## config.mk

```make
export PLATFORM = sky130hd
export DESIGN_NAME = mam_top
export DESIGN_NICKNAME = d
export VERILOG_FILES = /design/src/dii_pkg.sv /design/src/mam_pkg.sv /design/src/mam_ctrl_fsm.sv /design/src/mam_beat_counter.sv /design/src/mam_req_capture.sv /design/src/mam_bram_port.sv /design/src/mam_resp_builder.sv /design/src/mam_top.sv
export SDC_FILE = /design/constraint.sdc
export NUM_CORES = 1
export LEC_CHECK = 0
export BUFFER_PORTS_ARGS = -buffer_cell sky130_fd_sc_hd__clkbuf_2
export CAP_MARGIN = 20
export CORE_ASPECT_RATIO = 0.6
export CORE_MARGIN = 3
export CORE_UTILIZATION = 26
export CTS_BUF_LIST = sky130_fd_sc_hd__clkbuf_4
export CTS_CLUSTER_SIZE = 20
export DETAILED_ROUTE_END_ITERATION = 10
export GPL_TIMING_DRIVEN = 0
export PLACE_DENSITY_LB_ADDON = 0.3
export SLEW_MARGIN = 10
export SYNTH_ARGS = -nofsm -noshare
export SYNTH_HDL_FRONTEND = slang
export SYNTH_SLANG_ARGS = --single-unit
export TNS_END_PERCENT = 10
```

## constraint.sdc

```tcl
create_clock -name clk_i -period 4.6 [get_ports clk_i]
set_clock_uncertainty 0.15 [all_clocks]
set_input_delay 0.92 -clock clk_i [delete_from_list [all_inputs] [get_ports clk_i]]
set_output_delay 0.92 -clock clk_i [all_outputs]
set_load 0.02 [all_outputs]
```

## src/dii_pkg.sv

```systemverilog
`default_nettype none

package dii_pkg;

  // Debug flit payload.
  localparam int FLIT_W = 16;
  typedef logic [FLIT_W-1:0] flit_data_t;

  // Request header layout: we, burst, beat count in the low bits.
  localparam int HDR_WE_BIT    = 15; // Set for write requests.
  localparam int HDR_BURST_BIT = 14; // Clear means single access.
  localparam int HDR_BEATS_W   = 13; // Beat count field width.

  // Response header.
  // Kind code sits in bit 15, payload below it.
  localparam logic RESP_KIND_READ = 1'b0; // Read header, beat count follows.
  localparam logic RESP_KIND_ACK  = 1'b1; // Write acknowledge, id bits follow.

  // Id bits carried in the ack flit.
  localparam int RESP_ID_W = 14;

endpackage

`default_nettype wire

```

## src/mam_pkg.sv

```systemverilog
`default_nettype none

package mam_pkg;

  // Memory side.
  localparam int ADDR_FLITS = 2; // Address flits per request, high half first.
  localparam int MEM_ADDR_W = dii_pkg::FLIT_W * ADDR_FLITS;
  localparam int MEM_DATA_W = 16; // One word per beat.

  typedef logic [MEM_ADDR_W-1:0] mem_addr_t; // Word address.
  typedef logic [MEM_DATA_W-1:0] mem_data_t; // RAM word.

  // Beat count, same width as the header field.
  typedef logic [dii_pkg::HDR_BEATS_W-1:0] beats_t;

  // Controller states.
  typedef enum logic [2:0] {
    IDLE,     // Waiting for a header flit.
    ADDR_HI,  // Upper address half.
    ADDR_LO,  // Lower address half.
    WR_DATA,  // One data flit per beat.
    RD_ISSUE, // Read strobe to the RAM port.
    RD_WAIT,  // RAM enable cycle.
    RD_SEND,  // Load and hand out the read word.
    ACK_SEND  // Write acknowledge out.
  } mam_state_t;

endpackage

`default_nettype wire

```

## src/mam_ctrl_fsm.sv

```systemverilog
`default_nettype none
`timescale 1ns/1ps

module mam_ctrl_fsm
  import mam_pkg::*;
(
  input  wire  clk_i,
  input  wire  arst_n_i,

  input  wire  in_valid_i,      // Incoming flit present.
  output logic in_ready_o,      // Flit accepted in input states only.
  input  wire  out_done_i,      // Response slot is empty.
  input  wire  hdr_we_i,        // Captured write flag.
  input  wire  last_beat_i,     // One beat left.

  output logic hdr_load_o,
  output logic addr_hi_load_o,
  output logic addr_lo_load_o,
  output logic addr_step_o,
  output logic cnt_load_o,
  output logic cnt_dec_o,
  output logic wr_stb_o,
  output logic rd_stb_o,
  output logic rd_capture_o,
  output logic send_hdr_o,
  output logic send_data_o,
  output logic send_ack_o
);

  mam_state_t state_q, state_d;
  logic       loaded_q;   // Flit of the current send state already handed over.
  logic       loaded_d;
  logic       accept;     // Flit transfer this cycle.

  assign accept = in_valid_i & in_ready_o;

  always_comb begin
    state_d        = state_q;
    hdr_load_o     = 1'b0;
    addr_hi_load_o = 1'b0;
    addr_lo_load_o = 1'b0;
    addr_step_o    = 1'b0;
    cnt_load_o     = 1'b0;
    cnt_dec_o      = 1'b0;
    wr_stb_o       = 1'b0;
    rd_stb_o       = 1'b0;
    rd_capture_o   = 1'b0;
    send_hdr_o     = 1'b0;
    send_data_o    = 1'b0;
    send_ack_o     = 1'b0;

    case (state_q)
      IDLE: begin
        if (accept) begin
          hdr_load_o = 1'b1;
          state_d    = ADDR_HI;
        end
      end
      ADDR_HI: begin
        if (accept) begin
          addr_hi_load_o = 1'b1;
          cnt_load_o     = 1'b1; // Beat count already held by the capture.
          state_d        = ADDR_LO;
        end
      end
      ADDR_LO: begin
        if (accept) begin
          addr_lo_load_o = 1'b1;
          if (hdr_we_i) begin
            state_d = WR_DATA;
          end else begin
            send_hdr_o = 1'b1; // Slot is free, previous packet fully drained.
            state_d    = RD_ISSUE;
          end
        end
      end
      WR_DATA: begin
        // Each data flit becomes one RAM write at the current address.
        if (accept) begin
          wr_stb_o    = 1'b1;
          addr_step_o = 1'b1;
          cnt_dec_o   = 1'b1;
          if (last_beat_i) state_d = ACK_SEND;
        end
      end
      RD_ISSUE: begin
        rd_stb_o    = 1'b1;
        addr_step_o = 1'b1; // Port has registered the old address.
        state_d     = RD_WAIT;
      end
      RD_WAIT: begin
        rd_capture_o = 1'b1; // Enable cycle, word shows up next cycle.
        state_d      = RD_SEND;
      end
      RD_SEND: begin
        if (!loaded_q) begin
          if (out_done_i) send_data_o = 1'b1; // Header or previous word gone.
        end else if (out_done_i) begin
          cnt_dec_o = 1'b1;
          state_d   = last_beat_i ? IDLE : RD_ISSUE;
        end
      end
      ACK_SEND: begin
        // Entered in the write cycle, so the ack comes one cycle later.
        if (!loaded_q) begin
          if (out_done_i) send_ack_o = 1'b1;
        end else if (out_done_i) begin
          state_d = IDLE;
        end
      end
      default: state_d = IDLE;
    endcase
  end

  // Cleared on every state change.
  assign loaded_d = (state_d == state_q) & (loaded_q | send_data_o | send_ack_o);

  always_ff @(posedge clk_i or negedge arst_n_i) begin
    if (!arst_n_i) begin
      state_q    <= IDLE;
      loaded_q   <= 1'b0;
      in_ready_o <= 1'b0; // Low through reset, high one cycle after release.
    end else begin
      state_q    <= state_d;
      loaded_q   <= loaded_d;
      in_ready_o <= (state_d inside {IDLE, ADDR_HI, ADDR_LO, WR_DATA});
    end
  end

endmodule

`default_nettype wire

```

## src/mam_beat_counter.sv

```systemverilog
`default_nettype none
`timescale 1ns/1ps

module mam_beat_counter
  import mam_pkg::*;
(
  input  wire    clk_i,
  input  wire    arst_n_i,
  input  wire    cnt_load_i,  // Start of a transfer.
  input  wire    cnt_dec_i,   // One beat completed.
  input  wire    beats_t beats_i,
  output logic   last_beat_o  // Level, one beat remaining.
);

  beats_t cnt_q; // Beats still to do.

  always_ff @(posedge clk_i or negedge arst_n_i) begin
    if (!arst_n_i) begin
      cnt_q <= '0;
    end else if (cnt_load_i) begin
      cnt_q <= beats_i;
    end else if (cnt_dec_i && cnt_q != '0) begin
      cnt_q <= cnt_q - beats_t'(1); // Saturates at zero.
    end
  end

  // Same level serves both the write and the read loop.
  assign last_beat_o = (cnt_q == beats_t'(1));

endmodule

`default_nettype wire

```

## src/mam_req_capture.sv

```systemverilog
`default_nettype none
`timescale 1ns/1ps

module mam_req_capture
  import dii_pkg::*;
  import mam_pkg::*;
(
  input  wire             clk_i,
  input  wire             arst_n_i,
  input  wire flit_data_t flit_i,         // Incoming request flit.
  input  wire             hdr_load_i,     // Header flit accepted.
  input  wire             addr_hi_load_i, // Upper address half.
  input  wire             addr_lo_load_i, // Lower address half.
  input  wire             addr_step_i,    // Next word.
  output logic            hdr_we_o,
  output beats_t          beats_o,
  output mem_addr_t       addr_o
);

  beats_t hdr_beats; // Count decoded from the header flit.

  // Single access ignores the count field.
  assign hdr_beats = flit_i[HDR_BURST_BIT] ? flit_i[HDR_BEATS_W-1:0] : beats_t'(1);

  // Header fields.
  always_ff @(posedge clk_i or negedge arst_n_i) begin
    if (!arst_n_i) begin
      hdr_we_o <= 1'b0;
      beats_o  <= '0;
    end else if (hdr_load_i) begin
      hdr_we_o <= flit_i[HDR_WE_BIT];
      beats_o  <= hdr_beats;
    end
  end

  // Word address, high half arrives first.
  always_ff @(posedge clk_i) begin
    if (addr_hi_load_i) begin
      addr_o[MEM_ADDR_W-1 -: FLIT_W] <= flit_i;
    end else if (addr_lo_load_i) begin
      addr_o[FLIT_W-1:0] <= flit_i;
    end else if (addr_step_i) begin
      addr_o <= addr_o + mem_addr_t'(1); // One word per beat.
    end
  end

endmodule

`default_nettype wire

```

## src/mam_bram_port.sv

```systemverilog
`default_nettype none
`timescale 1ns/1ps

module mam_bram_port
  import mam_pkg::*;
(
  input  wire            clk_i,
  input  wire            arst_n_i,
  input  wire            wr_stb_i,  // Write one word.
  input  wire            rd_stb_i,  // Read one word.
  input  wire mem_addr_t addr_i,
  input  wire mem_data_t wdata_i,
  output mem_addr_t      addr_o,
  output mem_data_t      din_o,
  output logic           en_o,
  output logic           we_o
);

  // Enables, one pulse per strobe.
  always_ff @(posedge clk_i or negedge arst_n_i) begin
    if (!arst_n_i) begin
      en_o <= 1'b0;
      we_o <= 1'b0;
    end else begin
      en_o <= wr_stb_i | rd_stb_i;
      we_o <= wr_stb_i; // Low for reads and idle cycles.
    end
  end

  // Address and data, held between accesses.
  always_ff @(posedge clk_i) begin
    if (wr_stb_i || rd_stb_i) begin
      addr_o <= addr_i;
    end
    if (wr_stb_i) begin
      din_o <= wdata_i;
    end
  end

endmodule

`default_nettype wire

```

## src/mam_resp_builder.sv

```systemverilog
`default_nettype none
`timescale 1ns/1ps

module mam_resp_builder
  import dii_pkg::*;
  import mam_pkg::*;
(
  input  wire              clk_i,
  input  wire              arst_n_i,
  input  wire              send_hdr_i,   // Load read header.
  input  wire              send_data_i,  // Load captured word.
  input  wire              send_ack_i,   // Load write ack.
  input  wire              rd_capture_i, // RAM enable cycle of a read.
  input  wire beats_t      beats_i,
  input  wire [FLIT_W-1:0] id_i,
  input  wire              last_beat_i,
  input  wire mem_data_t   dout_i,
  output flit_data_t       out_data_o,
  output logic             out_last_o,
  output logic             out_valid_o,
  input  wire              out_ready_i,
  output logic             out_done_o    // Nothing held, nothing in flight.
);

  logic      cap_q;   // Read word arrives this cycle.
  mem_data_t rd_word; // Last word read.

  // Word is valid one cycle after the enable.
  always_ff @(posedge clk_i or negedge arst_n_i) begin
    if (!arst_n_i) begin
      cap_q <= 1'b0;
    end else begin
      cap_q <= rd_capture_i;
    end
  end

  always_ff @(posedge clk_i) begin
    if (cap_q) rd_word <= dout_i;
  end

  // Output flit slot.
  always_ff @(posedge clk_i or negedge arst_n_i) begin
    if (!arst_n_i) begin
      out_valid_o <= 1'b0;
      out_last_o  <= 1'b0;
      out_data_o  <= '0;
    end else if (send_hdr_i) begin
      out_valid_o <= 1'b1;
      out_last_o  <= 1'b0; // Data flits follow.
      out_data_o  <= {RESP_KIND_READ, {(FLIT_W-1-HDR_BEATS_W){1'b0}}, beats_i};
    end else if (send_data_i) begin
      out_valid_o <= 1'b1;
      out_last_o  <= last_beat_i;
      out_data_o  <= rd_word;
    end else if (send_ack_i) begin
      out_valid_o <= 1'b1;
      out_last_o  <= 1'b1;
      out_data_o  <= {RESP_KIND_ACK, {(FLIT_W-1-RESP_ID_W){1'b0}}, id_i[RESP_ID_W-1:0]};
    end else if (out_valid_o && out_ready_i) begin
      out_valid_o <= 1'b0; // Data and last stay put.
    end
  end

  // Includes a pending capture so a send never takes a stale word.
  assign out_done_o = ~out_valid_o & ~cap_q;

endmodule

`default_nettype wire

```

## src/mam_top.sv

```systemverilog
`default_nettype none
`timescale 1ns/1ps

module mam_top
  import dii_pkg::*;
  import mam_pkg::*;
(
  input  wire              clk_i,
  input  wire              arst_n_i,

  // Request flits.
  input  wire flit_data_t  debug_in_data_i,
  input  wire              debug_in_last_i,  // Framing follows from the beat count.
  input  wire              debug_in_valid_i,
  output logic             debug_in_ready_o,

  // Response flits.
  output flit_data_t       debug_out_data_o,
  output logic             debug_out_last_o,
  output logic             debug_out_valid_o,
  input  wire              debug_out_ready_i,

  input  wire [FLIT_W-1:0] id_i,             // Static block id.

  // Block RAM port.
  output mem_addr_t        addr_o,
  output mem_data_t        din_o,
  output logic             en_o,
  output logic             we_o,
  input  wire mem_data_t   dout_i
);

  logic      hdr_load, addr_hi_load, addr_lo_load, addr_step;
  logic      cnt_load, cnt_dec, last_beat;
  logic      wr_stb, rd_stb, rd_capture;
  logic      send_hdr, send_data, send_ack, out_done;
  logic      hdr_we;
  beats_t    beats;
  mem_addr_t req_addr;

  mam_ctrl_fsm u_ctrl_fsm (
    .clk_i          (clk_i),
    .arst_n_i       (arst_n_i),
    .in_valid_i     (debug_in_valid_i),
    .in_ready_o     (debug_in_ready_o),
    .out_done_i     (out_done),
    .hdr_we_i       (hdr_we),
    .last_beat_i    (last_beat),
    .hdr_load_o     (hdr_load),
    .addr_hi_load_o (addr_hi_load),
    .addr_lo_load_o (addr_lo_load),
    .addr_step_o    (addr_step),
    .cnt_load_o     (cnt_load),
    .cnt_dec_o      (cnt_dec),
    .wr_stb_o       (wr_stb),
    .rd_stb_o       (rd_stb),
    .rd_capture_o   (rd_capture),
    .send_hdr_o     (send_hdr),
    .send_data_o    (send_data),
    .send_ack_o     (send_ack)
  );

  mam_beat_counter u_beat_counter (
    .clk_i       (clk_i),
    .arst_n_i    (arst_n_i),
    .cnt_load_i  (cnt_load),
    .cnt_dec_i   (cnt_dec),
    .beats_i     (beats),
    .last_beat_o (last_beat)
  );

  mam_req_capture u_req_capture (
    .clk_i          (clk_i),
    .arst_n_i       (arst_n_i),
    .flit_i         (debug_in_data_i),
    .hdr_load_i     (hdr_load),
    .addr_hi_load_i (addr_hi_load),
    .addr_lo_load_i (addr_lo_load),
    .addr_step_i    (addr_step),
    .hdr_we_o       (hdr_we),
    .beats_o        (beats),
    .addr_o         (req_addr)
  );

  // Write data comes straight from the accepted flit.
  mam_bram_port u_bram_port (
    .clk_i    (clk_i),
    .arst_n_i (arst_n_i),
    .wr_stb_i (wr_stb),
    .rd_stb_i (rd_stb),
    .addr_i   (req_addr),
    .wdata_i  (debug_in_data_i),
    .addr_o   (addr_o),
    .din_o    (din_o),
    .en_o     (en_o),
    .we_o     (we_o)
  );

  mam_resp_builder u_resp_builder (
    .clk_i        (clk_i),
    .arst_n_i     (arst_n_i),
    .send_hdr_i   (send_hdr),
    .send_data_i  (send_data),
    .send_ack_i   (send_ack),
    .rd_capture_i (rd_capture),
    .beats_i      (beats),
    .id_i         (id_i),
    .last_beat_i  (last_beat),
    .dout_i       (dout_i),
    .out_data_o   (debug_out_data_o),
    .out_last_o   (debug_out_last_o),
    .out_valid_o  (debug_out_valid_o),
    .out_ready_i  (debug_out_ready_i),
    .out_done_o   (out_done)
  );

endmodule

`default_nettype wire

```

==> results.py <==
metrics = {
    "status": {
        "status": "completed",
    },
    "flow_run": {
        "cap_violations": 0,
    },
    "logic_synthesis": {
        "synth_ff_type": "edfxtp_1",
        "netlist_area_um2": 6514,
        "yosysWarnings": 0,
        "synthArstFlopShare_pct": 35.57,
        "synth_cell_types": 56,
        "synth_cells": 529,
        "synth_seq_cells": 149,
        "synth_area_per_cell_um2": 12.31,
        "synth_edf_count": 96,
        "syn-num-nets": 586,
        "yosysSeqAreaShare_pct": 64.62,
    },
    "timing": {
        "setup_ws_ns": 1.937,
        "hold_viol_final": 0,
        "final_max_slew_viol_count": 0,
        "timing.final.crit_share_pct": 57.89,
        "timing.final.crit_period_ns": 2.663,
        "fmax_mhz": 375.5,
        "slew_headroom_pct": 45.18,
        "rsz0062_at_grt": "no",
        "setup_violations": 0,
        "tightest_slew_ns": 0.8178,
    },
    "critical_path": {
        "crit_path_start_kind": "register",
        "path_buf_inv": 2,
        "end_kind": "register",
        "max_stage_delay_ns": 0.63,
        "worst_path_max_delay_cell": "nand2_1",
        "critPathKind": "register to register",
        "crit_arrival_ns": 2.73,
        "path_cells": "buf_4, nand3_1, nor2_2, buf_16, a21oi_1, nand2_1",
        "critPathMaxFanout": 16,
        "cp_top_family": "simple AND/OR/NAND/NOR gates",
        "required_ns": 4.67,
    },
    "global_routing": {
        "grt_pass1_wl_um": 28290,
        "gr-total-overflow": 0,
        "track_usage_pct": 13.96,
        "grt_pass1_vias": 4566,
        "grt_max_degree": 54,
        "antenna_found_initial": 0,
    },
    "placement": {
        "dp_hpwl_um": 13140,
        "io_buffers": 118,
        "gp_congestion": 0.7831,
        "dp.cells": 970,
        "dp_slack_ns": 1.338,
    },
    "routing": {
        "post-route-drc-count": 0,
        "ant_nets": 0,
        "drt_iter0_drc": 393,
        "wire_per_inst_um": 18.42,
        "routed_via_density": 4.658,
        "firstDrtPassIters": 5,
        "via_count": 4667,
        "routed_wl_um": 18460,
    },
    "power": {
        "ir_drop_uv": 213.8,
        "p_leak_nw": 3.117,
        "power_density_nw_per_um2": 650.2,
    },
    "floorplan": {
        "ios": 122,
        "die_height_um": 128.6,
        "initial_core_util_pct": 26.71,
        "rows": 44,
        "die_area_um2": 27050,
        "fp.dieW_um": 210.3,
        "coreArea_um2": 24390,
    },
    "cells_and_area": {
        "stdcell_count": 1002,
        "num_antenna_cells": 0,
        "layout-drive-gt1-share_pct": 26.03,
        "area_growth_pct": 20.21,
        "nNetsFinal": 724,
        "nFillCells": 2506,
    },
    "hold_path": {
        "hold_class": "input port to asynchronous set/reset pin",
    },
    "clock_network": {
        "ctsResizeCount": 0,
        "hold_buffers": 0,
        "cts_buffer_depth": 2,
        "h-tree-depth": 4,
        "clk_pin_slew_ns": 0.16,
        "clk_latency_ns": 0.57,
        "post-cts-setup-buffer-count": 0,
        "cts_tree": "done",
        "numCtsBuffers": 17,
        "cts.sinks": 149,
        "cts-root-buf": "clkbuf_4",
    },
}
[where the power goes]
group / internal (mW) / leakage (nW) / switching [mW]
clock: 0.297 / 0.159 / 0.564
combinational: 0.643 / 1.40 / 1.10
sequential: 2.05 / 1.56 / 0.430
total: 2.99 / 3.12 / 2.10
[layout by cell type (no fill, tap or decap), types with 3 or more instances in the layout]
cell,count
clkbuf_4,18
a21oi_1,22
xnor2_1,7
inv_6,4
nor2_1,50
a22oi_1,3
edfxtp_1,96
clkbuf_1,13
inv_1,6
nor3_1,7
nand3_1,31
and3_1,4
buf_2,6
nand4_1,16
o21ai_0,24
ha_1,4
clkbuf_2,117
nand3b_1,3
inv_8,6
or4_1,4
a221o_1,16
mux2i_1,15
nand2_1,68
dfrtp_1,53
xor2_1,26
or3_1,4
[cell type report]
cell class / instances / area [um2] / area share (%)
Clock buffer: 17 / 127.6 / 1.630
Sequential cell: 149 / 4209 / 53.76
Multi-Input combinational cell: 348 / 2157 / 27.55
Buffer: 25 / 123.9 / 1.582
Tap cell: 322 / 402.9 / 5.145
Inverter: 7 / 26.28 / 0.3356
Clock inverter: 15 / 162.7 / 2.077
Timing Repair Buffer: 119 / 620.6 / 7.926
[path summary, 6_finish.rpt]
check                                                   start  slack (ns)  cells after the start                                  endpoint
max                           u_ctrl_fsm.state_q[0]$_DFF_PN0_        1.94                      6         u_req_capture.addr_o[7]$_DFFE_PP_
min                                                  arst_n_i        0.27                      1  u_resp_builder.out_data_o[9]$_DFFE_PN0P_
max reg2reg                   u_ctrl_fsm.state_q[0]$_DFF_PN0_        1.94                      6         u_req_capture.addr_o[7]$_DFFE_PP_
min reg2reg                u_req_capture.addr_o[29]$_DFFE_PP_        0.37                      0          u_bram_port.addr_o[29]$_DFFE_PP_
max in group asynchronous                            arst_n_i        3.49                      1      u_req_capture.beats_o[0]$_DFFE_PN0P_
min in group clk_i                                  dout_i[7]        0.36                      1       u_resp_builder.rd_word[7]$_DFFE_PP_
[kinds of logic after synthesis]
logic type | count (synthesis) | synth area share [%]
DFF | 149 | 64.62
AOI/OAI and AO/OA | 87 | 9.182
xor gates and xnor gates | 33 | 4.437
buffers and inverters | 32 | 2.305
muxes | 16 | 2.478
adders and majority gates | 4 | 0.7684
and+or+nand+nor | 208 | 16.21
[per-layer routing]
| layer | global-route usage, % | wire [um] |
|---|---|---|
| met5 | 0 | 0 |
| met4 | 2.931 | 181 |
| met2 | 18.97 | 7494 |
| met3 | 4.045 | 885 |
| met1 | 21.72 | 9898 |
[registers in the layout, indices dropped and copies added (netlist names)]
signal / cells
u_bram_port.addr_o: 32
u_req_capture.addr_o: 32
u_bram_port.din_o: 16
u_resp_builder.out_data_o: 16
u_resp_builder.rd_word: 16
u_beat_counter.cnt_q: 13
u_req_capture.beats_o: 13
u_ctrl_fsm.state_q: 3
u_bram_port.en_o: 1
u_bram_port.we_o: 1
u_ctrl_fsm.in_ready_o: 1
u_ctrl_fsm.loaded_q: 1
u_req_capture.hdr_we_o: 1
u_resp_builder.cap_q: 1
u_resp_builder.out_last_o: 1
u_resp_builder.out_valid_o: 1
[synth_stat cells, drive strengths merged (5+ instances only)]
| cell | instances | area [um2] |
|---|---|---|
| xor2 | 26 | 227.7 |
| nor2 | 52 | 211.5 |
| nand4 | 16 | 100.1 |
| nor4 | 5 | 73.82 |
| xnor2 | 7 | 61.31 |
| o21ai | 24 | 120.1 |
| nor3 | 9 | 55.05 |
| dfrtp | 53 | 1326 |
| nand3 | 31 | 155.2 |
| buf | 12 | 75.07 |
| mux2i | 15 | 150.1 |
| a21oi | 23 | 118.9 |
| a221o | 16 | 160.2 |
| clkbuf | 13 | 48.80 |
| edfxtp | 96 | 2883 |
| nand2 | 69 | 261.5 |
| inv | 7 | 26.28 |
[metrics by stage]
step	utilization (%)	total power [mW]	cell area, um2	TNS [ns]	hold slack, ns
CTS	32.11	5.145	7830	0	0.2662
floorplan	-	3.607	6514	0	0.2976
detailed placement	30.92	4.271	7540	0	0.3334
global placement	30.78	4.249	7507	-5.454	0.3384
finish	32.11	5.091	7830	0	0.2690
global route	32.11	5.439	7830	0	0.2634
(Power assumes the default switching activity.)
